$ cat src/hw/game_pkg.sv
package game_pkg;

   // game phases, IDLE is the reset phase
   typedef enum logic [1:0] {
      IDLE = 2'd0,
      RUN  = 2'd1,
      OVER = 2'd2,
      WIN  = 2'd3
   } state_t;

   // one bit per lane, used for lamps and buttons
   typedef logic [3:0] lamp_t;

   // lane index picked by the random generator
   typedef logic [1:0] lane_t;

   // divider terminal count
   typedef logic [3:0] rate_t;

   typedef logic [3:0] score_t;
   typedef logic [7:0] timer_t;

   // score that ends the game in WIN
   localparam score_t win_score = 4'd8;

   // clock cycles allowed per round before timeout
   localparam timer_t round_cycles = 8'd200;

   // LFSR reset values, never all zero
   localparam lane_t lfsr_seed_a = 2'd3;
   localparam lane_t lfsr_seed_b = 2'd2;

endpackage

$ cat src/hw/button_sync.sv
module button_sync
   import game_pkg::*;
(
   input  logic  clk,
   input  logic  rst_n,
   input  lamp_t buttons,
   input  logic  start,
   output lamp_t press,
   output logic  start_pulse,
   output logic  any_press
);

   // bit 4 is start, bits 3:0 are the lane buttons
   logic [4:0] raw;
   logic [4:0] sync_meta;
   logic [4:0] sync;
   logic [4:0] sync_hist;
   logic [4:0] pulse;

   assign raw = {start, buttons};

   always_ff @(posedge clk, negedge rst_n) begin
      if (!rst_n) begin
         sync_meta <= '0;
         sync      <= '0;
         sync_hist <= '0;
         pulse     <= '0;
      end
      else begin
         sync_meta <= raw;
         sync      <= sync_meta;
         sync_hist <= sync;
         // rising edge, registered so the pulse is glitch free
         pulse     <= sync & ~sync_hist;
      end
   end

   assign press       = pulse[3:0];
   assign start_pulse = pulse[4];

   // any lane action restarts the dividers
   assign any_press = |pulse[3:0];

endmodule

$ cat src/hw/tick_divider.sv
module tick_divider
   import game_pkg::*;
(
   input  logic  clk,
   input  logic  rst_n,
   input  logic  restart,
   input  rate_t rate,
   output logic  step
);

   rate_t count;
   rate_t last;

   // rate of 0 or 1 means a strobe every cycle
   assign last = (rate <= rate_t'(1)) ? '0 : rate - rate_t'(1);

   always_ff @(posedge clk, negedge rst_n) begin
      if (!rst_n) begin
         count <= '0;
         step  <= 1'b0;
      end
      else if (restart) begin
         count <= '0;
         step  <= 1'b0;
      end
      // >= so a rate lowered mid count still wraps
      else if (count >= last) begin
         count <= '0;
         step  <= 1'b1;
      end
      else begin
         count <= count + rate_t'(1);
         step  <= 1'b0;
      end
   end

endmodule

$ cat src/hw/random_generator.sv
module random_generator
   import game_pkg::*;
(
   input  logic   clk,
   input  logic   rst_n,
   input  logic   restart,
   input  rate_t  rate_a,
   input  rate_t  rate_b,
   input  state_t state,
   output lane_t  lane
);

   logic  step_a;
   logic  step_b;
   lane_t lfsr_a;
   lane_t lfsr_b;
   lane_t lfsr_a_next;
   lane_t lfsr_b_next;
   logic  feedback_a;
   logic  feedback_b;
   logic  running;

   // separate step rates for the two LFSRs
   tick_divider tick_div_a (
      .clk     (clk),
      .rst_n   (rst_n),
      .restart (restart),
      .rate    (rate_a),
      .step    (step_a)
   );

   tick_divider tick_div_b (
      .clk     (clk),
      .rst_n   (rst_n),
      .restart (restart),
      .rate    (rate_b),
      .step    (step_b)
   );

   assign running = (state == RUN);

   // x^2 + x + 1 feedback
   assign feedback_a = lfsr_a[1] ^ lfsr_a[0];
   assign feedback_b = lfsr_b[1] ^ lfsr_b[0];

   always_comb begin
      lfsr_a_next = lfsr_a;
      lfsr_b_next = lfsr_b;
      // hold outside RUN so the next game starts elsewhere
      if (running) begin
         if (step_a) begin
            lfsr_a_next = {lfsr_a[0], feedback_a};
         end
         if (step_b) begin
            lfsr_b_next = {lfsr_b[0], feedback_b};
         end
      end
   end

   always_ff @(posedge clk, negedge rst_n) begin
      if (!rst_n) begin
         lfsr_a <= lfsr_seed_a;
      end
      else begin
         lfsr_a <= lfsr_a_next;
      end
   end

   always_ff @(posedge clk, negedge rst_n) begin
      if (!rst_n) begin
         lfsr_b <= lfsr_seed_b;
      end
      else begin
         lfsr_b <= lfsr_b_next;
      end
   end

   // combined lane choice, zero when not playing
   assign lane = running ? (lfsr_a ^ lfsr_b) : '0;

endmodule

$ cat src/hw/game_fsm.sv
module game_fsm
   import game_pkg::*;
(
   input  logic   clk,
   input  logic   rst_n,
   input  lamp_t  press,
   input  logic   start_pulse,
   input  lane_t  lane,
   output state_t state,
   output score_t score,
   output lamp_t  lamps
);

   state_t state_next;
   score_t score_next;
   score_t score_inc;
   lane_t  target;
   lane_t  target_next;
   timer_t timer;
   timer_t timer_next;
   timer_t timer_load;
   lamp_t  target_hot;
   logic   hit;
   logic   wrong;
   logic   timeout;

   // timer counts down to zero, so load one less than the round length
   assign timer_load = round_cycles - timer_t'(1);

   assign target_hot = lamp_t'(4'b0001 << target);
   assign score_inc  = score + score_t'(1);

   // exactly the lit button, anything else nonzero is a miss
   assign hit     = (press == target_hot);
   assign wrong   = (press != '0) && !hit;
   assign timeout = (timer == '0);

   always_comb begin
      state_next  = state;
      score_next  = score;
      target_next = target;
      timer_next  = timer;

      case (state)
         IDLE, OVER, WIN: begin
            if (start_pulse) begin
               state_next  = RUN;
               score_next  = '0;
               target_next = lane;
               timer_next  = timer_load;
            end
         end

         RUN: begin
            // start is ignored while a game runs
            if (hit) begin
               score_next = score_inc;
               if (score_inc == win_score) begin
                  state_next = WIN;
               end
               else begin
                  // new round
                  target_next = lane;
                  timer_next  = timer_load;
               end
            end
            else if (wrong) begin
               state_next = OVER;
            end
            else if (timeout) begin
               state_next = OVER;
            end
            else begin
               timer_next = timer - timer_t'(1);
            end
         end

         default: begin
            state_next = IDLE;
         end
      endcase
   end

   always_ff @(posedge clk, negedge rst_n) begin
      if (!rst_n) begin
         state <= IDLE;
         score <= '0;
      end
      else begin
         state <= state_next;
         score <= score_next;
      end
   end

   always_ff @(posedge clk, negedge rst_n) begin
      if (!rst_n) begin
         target <= '0;
         timer  <= '0;
      end
      else begin
         target <= target_next;
         timer  <= timer_next;
      end
   end

   // lamps only while a round is live
   assign lamps = (state == RUN) ? target_hot : '0;

endmodule

$ cat src/hw/game_top.sv
module game_top
   import game_pkg::*;
(
   input  logic   clk,
   input  logic   rst_n,
   input  lamp_t  buttons,
   input  logic   start,
   input  rate_t  rate_a,
   input  rate_t  rate_b,
   output lamp_t  lamps,
   output state_t state,
   output score_t score
);

   lamp_t press;
   logic  start_pulse;
   logic  any_press;
   lane_t lane;

   // synchronised edge pulses from the player inputs
   button_sync button_sync_inst (
      .clk         (clk),
      .rst_n       (rst_n),
      .buttons     (buttons),
      .start       (start),
      .press       (press),
      .start_pulse (start_pulse),
      .any_press   (any_press)
   );

   // press timing reseeds the divider phase
   random_generator random_generator_inst (
      .clk     (clk),
      .rst_n   (rst_n),
      .restart (any_press),
      .rate_a  (rate_a),
      .rate_b  (rate_b),
      .state   (state),
      .lane    (lane)
   );

   game_fsm game_fsm_inst (
      .clk         (clk),
      .rst_n       (rst_n),
      .press       (press),
      .start_pulse (start_pulse),
      .lane        (lane),
      .state       (state),
      .score       (score),
      .lamps       (lamps)
   );

endmodule

$ cat config.mk
export PLATFORM = sky130hd
export DESIGN_NAME = game_top
export DESIGN_NICKNAME = d
export VERILOG_FILES = /design/src/hw/game_pkg.sv /design/src/hw/button_sync.sv /design/src/hw/tick_divider.sv /design/src/hw/random_generator.sv /design/src/hw/game_fsm.sv /design/src/hw/game_top.sv
export SDC_FILE = /design/constraint.sdc
export NUM_CORES = 1
export LEC_CHECK = 0
export BUFFER_PORTS_ARGS = -buffer_cell sky130_fd_sc_hd__buf_2
export CORE_ASPECT_RATIO = 0.6
export CORE_MARGIN = 10
export CORE_UTILIZATION = 30
export CTS_CLUSTER_DIAMETER = 30
export CTS_CLUSTER_SIZE = 14
export DETAILED_ROUTE_END_ITERATION = 7
export PLACE_DENSITY = 0.44
export SETUP_SLACK_MARGIN = 0.2
export SLEW_MARGIN = 40
export SYNTH_ARGS = -nofsm -noshare
export SYNTH_HDL_FRONTEND = slang
export SYNTH_SLANG_ARGS = --single-unit
$ cat constraint.sdc
create_clock -name clk -period 1.7 [get_ports clk]
set_input_delay 0.085 -clock clk [delete_from_list [all_inputs] [get_ports clk]]
set_output_delay 0.085 -clock clk [all_outputs]
set_load 0.005 [all_outputs]
==> metrics.txt, run 1 <==
P_int 2.77 mW; Primary FF master, synth dfrtp_1; Unique masters post-synth 50; diode count 0; Via Count 2,051; cell accounting for the most synthesized area dfrtp_1; first-pass GRT wire length 9560 um; failing checks negative setup slack; Root Buffer clkbuf_16; Hold WS 301 ps; Sw Ratio 30.9%; Synth Area in Simple Gates 16.9%; Worst Skew 5.90 ps; proportion of synthesized area in mux cells 4.54%; Synth async-reset ratio 100%; Leakage 1.76 nW; post-DR vias/cell 4.63; IO Pins 25; final cell count without fillers 443; # port buffers 24; final cycle utilization of the critical path 109%; routed wire length per instance 13.1 um; Seq/Total Area, Yosys 48.5%; Critical Path AT 2020 ps; Slew @ Worst Pin 491 ps; outcome finished, violations left; Hold Crit Class primary input to async pin; Synth Area in Compound Gates 14.8%; Placer Congestion 0.767; Pre-antenna DRT Iters 5; final hold vios 0; synthesized area per cell 10.8 um2; Post-Syn Instances 240; Post-Synth Adder-Cell Area 8.70%; Reg power frac 35.5%; PwrDens 1050 nW/um2; Synthesized Nets 273; main combinational cell family by area after synthesis simple AND/OR/NAND/NOR gates; largest net degree at the start of global routing 51; CP Launch Type register; layout cells sized above 1 45.9%; die width 140 um; worst slack, placed -219 ps; Slew headroom 67.2%; top-count cell post-synth dfrtp_1; HPWL Detailed 4210 um; Max Slew Vio Count 0; CTS tree built; Worst Setup End Kind register; RR Startpoint button_sync_inst.pulse[2]; nets@finish 363; Starting Density 30.6%; minimum clock period 1850 ps; post-route ant nets 0; worst-case reg-to-reg path depth 5; H-tree Lvls 2; required time of the worst setup path 1870 ps; die area 12,900 um2; TritonCTS buffer count 5; FF-to-FF setup slack -150 ps; Peak VDD IR 0.000408 V; DP Cell Count 414; synthesis-to-layout area growth 47.8%; FF-to-FF End game_fsm_inst.timer[6]; fmax 0.540 GHz; crit-path max FO 5; Clock Sinks 50; final core utilization 45.2%; Detailed Route Iter0 Violations 92; Synth Cell Area 2590 um2; vias in the first global route 1,935; RSZ-0062 raised after global routing true; GR Overflow Total 0; worst skew pair latency 290 ps; Setup Crit Path Kind register to register; Synth top area share 45.4%; critical path startpoint button_sync_inst.pulse[2]; Setup Viol. Count Final 14; synth top area cells dfrtp_1 45%, ha_1 8.7%, dfstp_2 3.0%, nor2_1 2.8%, mux2_2 2.6%; power share of the clock group 29.4%; final worst setup slack -151 ps; DIE HEIGHT 92.0 um; combinational share of power 35.0%; MaxCap Viol Count 0; total core area 8460 um2; Cell Rows 26; DRC viols 0; Psw 1.24 mW; CTS max path bufs 2; initial antenna violation count 0; GRT Resource Usage Total 9.04%; Post-Synth XOR/XNOR Area 2.71%; Yosys Warn Count 0; Reg clk slew, reported paths 70 ps; commonest cells in the netlist 47 x dfrtp_1, 19 x nor2_1, 18 x ha_1; Routed WL 5820 um; number of synthesized flops with an enable pin 0; FF+latch count, synth 50
## power by group through the flow
stage / registers (mW) / clock network (mW) / logic, mW
finish: 1.43 / 1.18 / 1.41
global route: 1.45 / 1.26 / 1.55
CTS: 1.43 / 1.24 / 1.24
detailed placement: 1.45 / 0 / 1.12
global placement: 1.45 / 0 / 1.12
floorplan: 1.45 / 0 / 0.614
## routing by layer
metal | global-route usage [%] | vias up | part of all wire, % | wire, um
li1 | - | 1038 | - | -
met1 | 13.0 | 977 | 52 | 3010
met2 | 12.3 | 29 | 43 | 2470
met3 | 3.09 | 7 | 4.6 | 267
met4 | 2.74 | 0 | 1.2 | 69
met5 | 0 | - | 0 | 0
## stage by stage
stage,cell area (um2),total power [mW],setup TNS (ps)
detailed placement,3270,2.57,-2750
global route,3820,4.26,-2240
CTS,3650,3.90,-903
floorplan,2720,2.06,-726
finish,3820,4.01,-884
global placement,3270,2.56,-2520
## final cells by class
cell class              count  area, um2
fillers                   789       4630
multi-input cells         168       1480
flip-flops and latches     50       1260
repair buffers             89        688
well taps                 112        140
clock buffers               6        139
inverters                  16       83.8
clock inverters             2       38.8
## kinds of logic after synthesis
kind of cell               after synthesis
and+or+nand+nor                         81
AOI/OAI and AO/OA                       50
DFF                                     50
buffers and inverters                   22
adders and majority gates               18
muxes                                   11
xor gates and xnor gates                 8
## state kept, by name (all words and copies together), names as in the netlist
register,flops
random_generator_inst.tick_div_b.count,4
game_fsm_inst.timer,8
game_fsm_inst.score,4
random_generator_inst.tick_div_a.step,1
button_sync_inst.pulse,5
random_generator_inst.lfsr_b,2
game_fsm_inst.state,2
button_sync_inst.sync_meta,5
button_sync_inst.sync_hist,5
button_sync_inst.sync,5
random_generator_inst.tick_div_a.count,4
random_generator_inst.tick_div_b.step,1
random_generator_inst.lfsr_a,2
game_fsm_inst.target,2
## critical path: stages, from the launching register on
cell and delay, ps:
dfrtp_1 420, or4_4 580, a31oi_4 210, nand3_4 110
o41ai_4 310, o31ai_2 100
## layout by cell type, fill, tap and decap left out, drive strengths merged, types with 3 or more instances in the layout
cell and n:
xor2 4, nor4 4, mux2 6, o21ai 11, a21o 5, a31oi 5, clkbuf 6, xnor2 4
nor3 12, and3 4, o31ai 3, mux2i 5, nor2b 7, or2 3, nand2 12, a21boi 3
nand3 9, buf 83, inv 16, ha 18, dlygate4sd3 6, dfstp 3, o211ai 4, dfrtp 47
nor2 19, a21oi 7
## worst max-delay path by stage
stage / end / slack, ps / depth (start not counted)
floorplan: game_fsm_inst.timer[6] / -150 / 5
global placement: random_generator_inst.tick_div_b.count[0] / -240 / 12
detailed placement: random_generator_inst.tick_div_b.count[0] / -220 / 12
CTS: game_fsm_inst.timer[6] / -160 / 5
global route: game_fsm_inst.timer[6] / -250 / 5
finish: game_fsm_inst.timer[6] / -150 / 5
## what timing repair did
item                                    4_1_cts  5_1_grt
setup buffers                                 7        8
pin swaps                                    17       22
hold buffers                                  6        0
resized for setup                            25       37
hold endpoints to repair                     52        0
cloned                                        0        0
endpoints found under the setup margin       28       29
Power figures use the tool's default switching activity.
==> inputs of run 2 (changes only) <==
==> constraint.sdc (replaced) <==
create_clock -name clk -period 1.7 [get_ports clk]
set_input_delay 0 -clock clk [delete_from_list [all_inputs] [get_ports clk]]
set_output_delay 0 -clock clk [all_outputs]
set_load 0.005 [all_outputs]
==> metrics.txt, run 2 (synthesis results as in run 1) <==
HPWL Detailed 4370 um; die width 140 um; final hold vios 0; final worst setup slack -165 ps; Critical-path top delay cell or4_4; Placer Congestion 0.763; Reg clk slew, reported paths 60 ps; CP Launch Type register; outcome finished, violations left; MaxCap Viol Count 0; DRC viols 0; required time of the worst setup path 1870 ps; die area 12,900 um2; RSZ-0062 raised after global routing true; most frequent cells in the layout 48 x buf_4, 47 x dfrtp_1, 23 x buf_2; Hold Crit Class primary input to async pin; Setup Viol. Count Final 13; PwrDens 1040 nW/um2; Peak VDD IR 0.000640 V; Setup Crit Path Kind register to register; GR Overflow Total 0; post-DR vias/cell 4.67; Slew headroom 67.2%; Routed WL 5930 um; fmax 0.536 GHz; post-route cell area 3740 um2; Max Slew Vio Count 0; met3 usage 3.19%; busiest grt layer met1; TritonCTS buffer count 5; IO Pins 25; Leakage 1.69 nW; worst slack, placed -156 ps; post-route ant nets 0; Cell Rows 26; Starting Density 30.6%; largest net degree at the start of global routing 21; minimum clock period 1870 ps; H-tree Lvls 2; max FFs per register 8; Pre-antenna DRT Iters 4; GRT met2 Usage 12.0%; Via Count 2,044; CP Cell Sequence nand4bb_1, a211oi_2, buf_4, or4_4, o41ai_4, o31ai_2; CTS max path bufs 2; Fin Setup TNS -976 ps; Worst Skew 3.03 ps; failing checks negative setup slack; DIE HEIGHT 92.0 um; CTS tree built; commonest non-fill, non-tap cell in the layout buf_4; Critical Path AT 2040 ps; crit-path max FO 8; GRT Resource Usage Total 9.44%; Slew @ Worst Pin 490 ps; Detailed Route Iter0 Violations 57; nets@finish 358; Largest Register game_fsm_inst.timer; final cycle utilization of the critical path 110%; FF-to-FF setup slack -170 ps; diode count 0; total core area 8460 um2; routed wire length per instance 13.5 um; layout cells sized above 1 45.4%; vias in the first global route 1,935; Area after DPL 3220 um2; Clock Sinks 50; worst skew pair latency 300 ps; # port buffers 24; initial antenna violation count 0; synthesis-to-layout area growth 44.4%; slowest cell delay on critical path 590 ps; Root Buffer clkbuf_16; met1 usage 13.9%; final core utilization 44.2%; Worst Setup End Kind register; first-pass GRT wire length 9850 um
run 2: worst paths after layout:
check / startpoint / endpoint / cells past startpoint
setup / recovery: button_sync_inst.pulse[2] / game_fsm_inst.timer[6] / 6
hold / removal: rst_n / game_fsm_inst.score[1] / 2
setup reg to reg: button_sync_inst.pulse[2] / game_fsm_inst.timer[6] / 6
hold reg to reg: button_sync_inst.sync_meta[1] / button_sync_inst.sync[1] / 0
max in group asynchronous: rst_n / random_generator_inst.lfsr_a[0] / 3
min in group clk: start / button_sync_inst.sync_meta[4] / 2
run 2: where the power goes:
group | leakage [nW] | switching (mW) | internal, mW
clock | 0.0842 | 0.443 | 0.697
combinational | 0.985 | 0.679 | 0.644
sequential | 0.618 | 0.110 | 1.32
total | 1.69 | 1.23 | 2.66
run 2: worst max-delay path, delay by kind of cell, from the launching register on:
family                 cells  cell delay [ps]
flip-flops                 1              400
AO/OA/AOI/OAI              3              420
AND/OR/NAND/NOR            2              760
buffers and inverters      1              150
run 2: per-layer routing:
metal,routed length [um],share of wire [%],vias up
met1,3190,54,962
li1,-,-,1032
met5,0,0,-
met3,303,5.1,14
met4,119,2.0,0
met2,2320,39,36
run 2: per-stage QoR:
step	hold WS [ps]	power, mW	std cells
final	187	3.89	438
after global routing	233	4.12	438
after CTS	206	3.77	433
after detailed placement	-10.2	2.53	414
after global placement	-7.24	2.53	414
after floorplan	-296	2.06	240
run 2: layout make-up:
cell class	instances	area (um2)
sequential	50	1250
multi-input combinational	168	1490
fill	817	4720
timing repair buffer	84	623
clock inverter	3	43.8
clock buffer	5	125
tap	112	140
inverter	16	60.1
run 2: repair_timing:
item / CTS / global route
resized for setup: 21 / 32
cloned: 0 / 0
setup buffers: 5 / 5
hold buffers: 6 / 0
endpoints found under the hold margin: 23 / 0
endpoints found under the setup margin: 27 / 28
pin swaps: 13 / 13
==> inputs of run 3 (changes only) <==
==> constraint.sdc (replaced) <==
create_clock -name clk -period 1.7 [get_ports clk]
set_input_delay 0.34 -clock clk [delete_from_list [all_inputs] [get_ports clk]]
set_output_delay 0.34 -clock clk [all_outputs]
set_load 0.005 [all_outputs]
==> metrics.txt, run 3 (synthesis results as in run 1) <==
Worst Setup End Kind register; Clock Sinks 50; Area after DPL 3260 um2; Reg power frac 34.8%; final cycle utilization of the critical path 110%; most frequent cells in the layout 62 x buf_4, 46 x dfrtp_1, 20 x buf_2; Reg clk slew, reported paths 70 ps; P_int 2.81 mW; Worst Skew 8.83 ps; Routed WL 6060 um; initial antenna violation count 0; IO Pins 25; Leakage 1.77 nW; # port buffers 24; worst skew pair latency 290 ps; CP Launch Type register; Slew @ Worst Pin 478 ps; outcome finished, violations left; DIE HEIGHT 92.0 um; Largest Register game_fsm_inst.timer; combinational share of power 40.0%; diode count 0; first-pass GRT wire length 10,300 um; Critical Path Sink game_fsm_inst.timer[6]; vias in the first global route 2,032; Root Buffer clkbuf_16; DP Cell Count 413; MaxCap Viol Count 0; Starting Density 30.6%; largest net degree at the start of global routing 37; Setup Viol. Count Final 19; Fin Setup TNS -1200 ps; Hold WS 151 ps; final hold vios 0; critical path startpoint button_sync_inst.pulse[2]; final worst setup slack -178 ps; routed wire length per instance 13.5 um; max FFs per register 8; Hold Crit Class primary input to register; CTS tree built; failing checks negative setup slack; crit-path max FO 5; Psw 1.31 mW; required time of the worst setup path 1900 ps; H-tree Lvls 2; post-DR vias/cell 4.65; GR Overflow Total 0; Cell Rows 26; die area 12,900 um2; Placer Congestion 0.752; TritonCTS buffer count 5; layout cells sized above 1 48.8%; CTS max path bufs 2; die width 140 um; minimum clock period 1880 ps; Peak VDD IR 0.000457 V; GRT Resource Usage Total 9.58%; post-route ant nets 0; DRC viols 0; worst slack, placed -491 ps; synthesis-to-layout area growth 49.3%; Sw Ratio 31.8%; Setup Crit Path Kind register to register; power share of the clock group 25.1%; commonest non-fill, non-tap cell in the layout buf_4; final cell count without fillers 450; Via Count 2,094; nets@finish 370; RSZ-0062 raised after global routing true; Critical Path AT 2070 ps; post-route cell area 3870 um2; FF-to-FF End game_fsm_inst.timer[6]; fmax 0.532 GHz; Slew headroom 68.0%; FF-to-FF setup slack -180 ps; Detailed Route Iter0 Violations 93; worst-case reg-to-reg path depth 5; Max Slew Vio Count 0; RR Startpoint button_sync_inst.pulse[2]; PwrDens 1070 nW/um2; Pre-antenna DRT Iters 4; HPWL Detailed 4230 um; total core area 8460 um2
==> run 3: worst min path at each step <==
stage          startpoint                       endpoint  depth (start not counted)
6_report       buttons[2]  button_sync_inst.sync_meta[2]                          1
5_1_grt        buttons[1]  button_sync_inst.sync_meta[1]                          1
4_1_cts        buttons[2]  button_sync_inst.sync_meta[2]                          1
3_5_place_dp        rst_n         game_fsm_inst.score[2]                          2
3_3_place_gp        rst_n         game_fsm_inst.score[2]                          2
2_1_floorplan       rst_n      button_sync_inst.pulse[0]                          0
==> run 3: layout make-up <==
class,count,area (um2)
clock buffers,6,139
fillers,801,4590
inverters,16,97.6
flip-flops and latches,50,1260
well taps,112,140
multi-input cells,168,1470
repair buffers,96,748
clock inverters,2,17.5
==> run 3: through the flow <==
step / util, % / total power, mW
2_1_floorplan: - / 2.07
3_3_place_gp: 38.6 / 2.55
3_5_place_dp: 38.6 / 2.55
4_1_cts: 44.5 / 4.00
5_1_grt: 45.7 / 4.40
6_report: 45.7 / 4.12
==> run 3: power by group through the flow <==
| stage | clock [mW] | sequential (mW) | combinational (mW) |
|---|---|---|---|
| floorplan | 0 | 1.45 | 0.621 |
| global placement | 0 | 1.44 | 1.11 |
| detailed placement | 0 | 1.44 | 1.11 |
| CTS | 1.09 | 1.43 | 1.49 |
| global route | 1.15 | 1.45 | 1.80 |
| finish | 1.04 | 1.44 | 1.65 |
==> run 3: repair_timing <==
item,4_1_cts,5_1_grt
hold buffers,1,0
pin swaps,28,9
setup endpoints to repair,30,32
cloned,0,0
buffers inserted,23,5
resized for setup,41,16
hold endpoints to repair,6,0
==> run 3: worst max-delay path: stages (launching register included) <==
cell	delay [ps]
dfrtp_1	420
or4_4	580
a31oi_4	220
nand3_4	120
o31a_1	270
o31ai_2	170
==> run 3: routing by layer <==
metal,global-route usage [%],routed length (um),up-vias
met3,3.14,235,7
met5,0,0,-
met2,12.9,2610,22
met4,2.05,34,0
met1,14.3,3190,1007
li1,-,-,1058
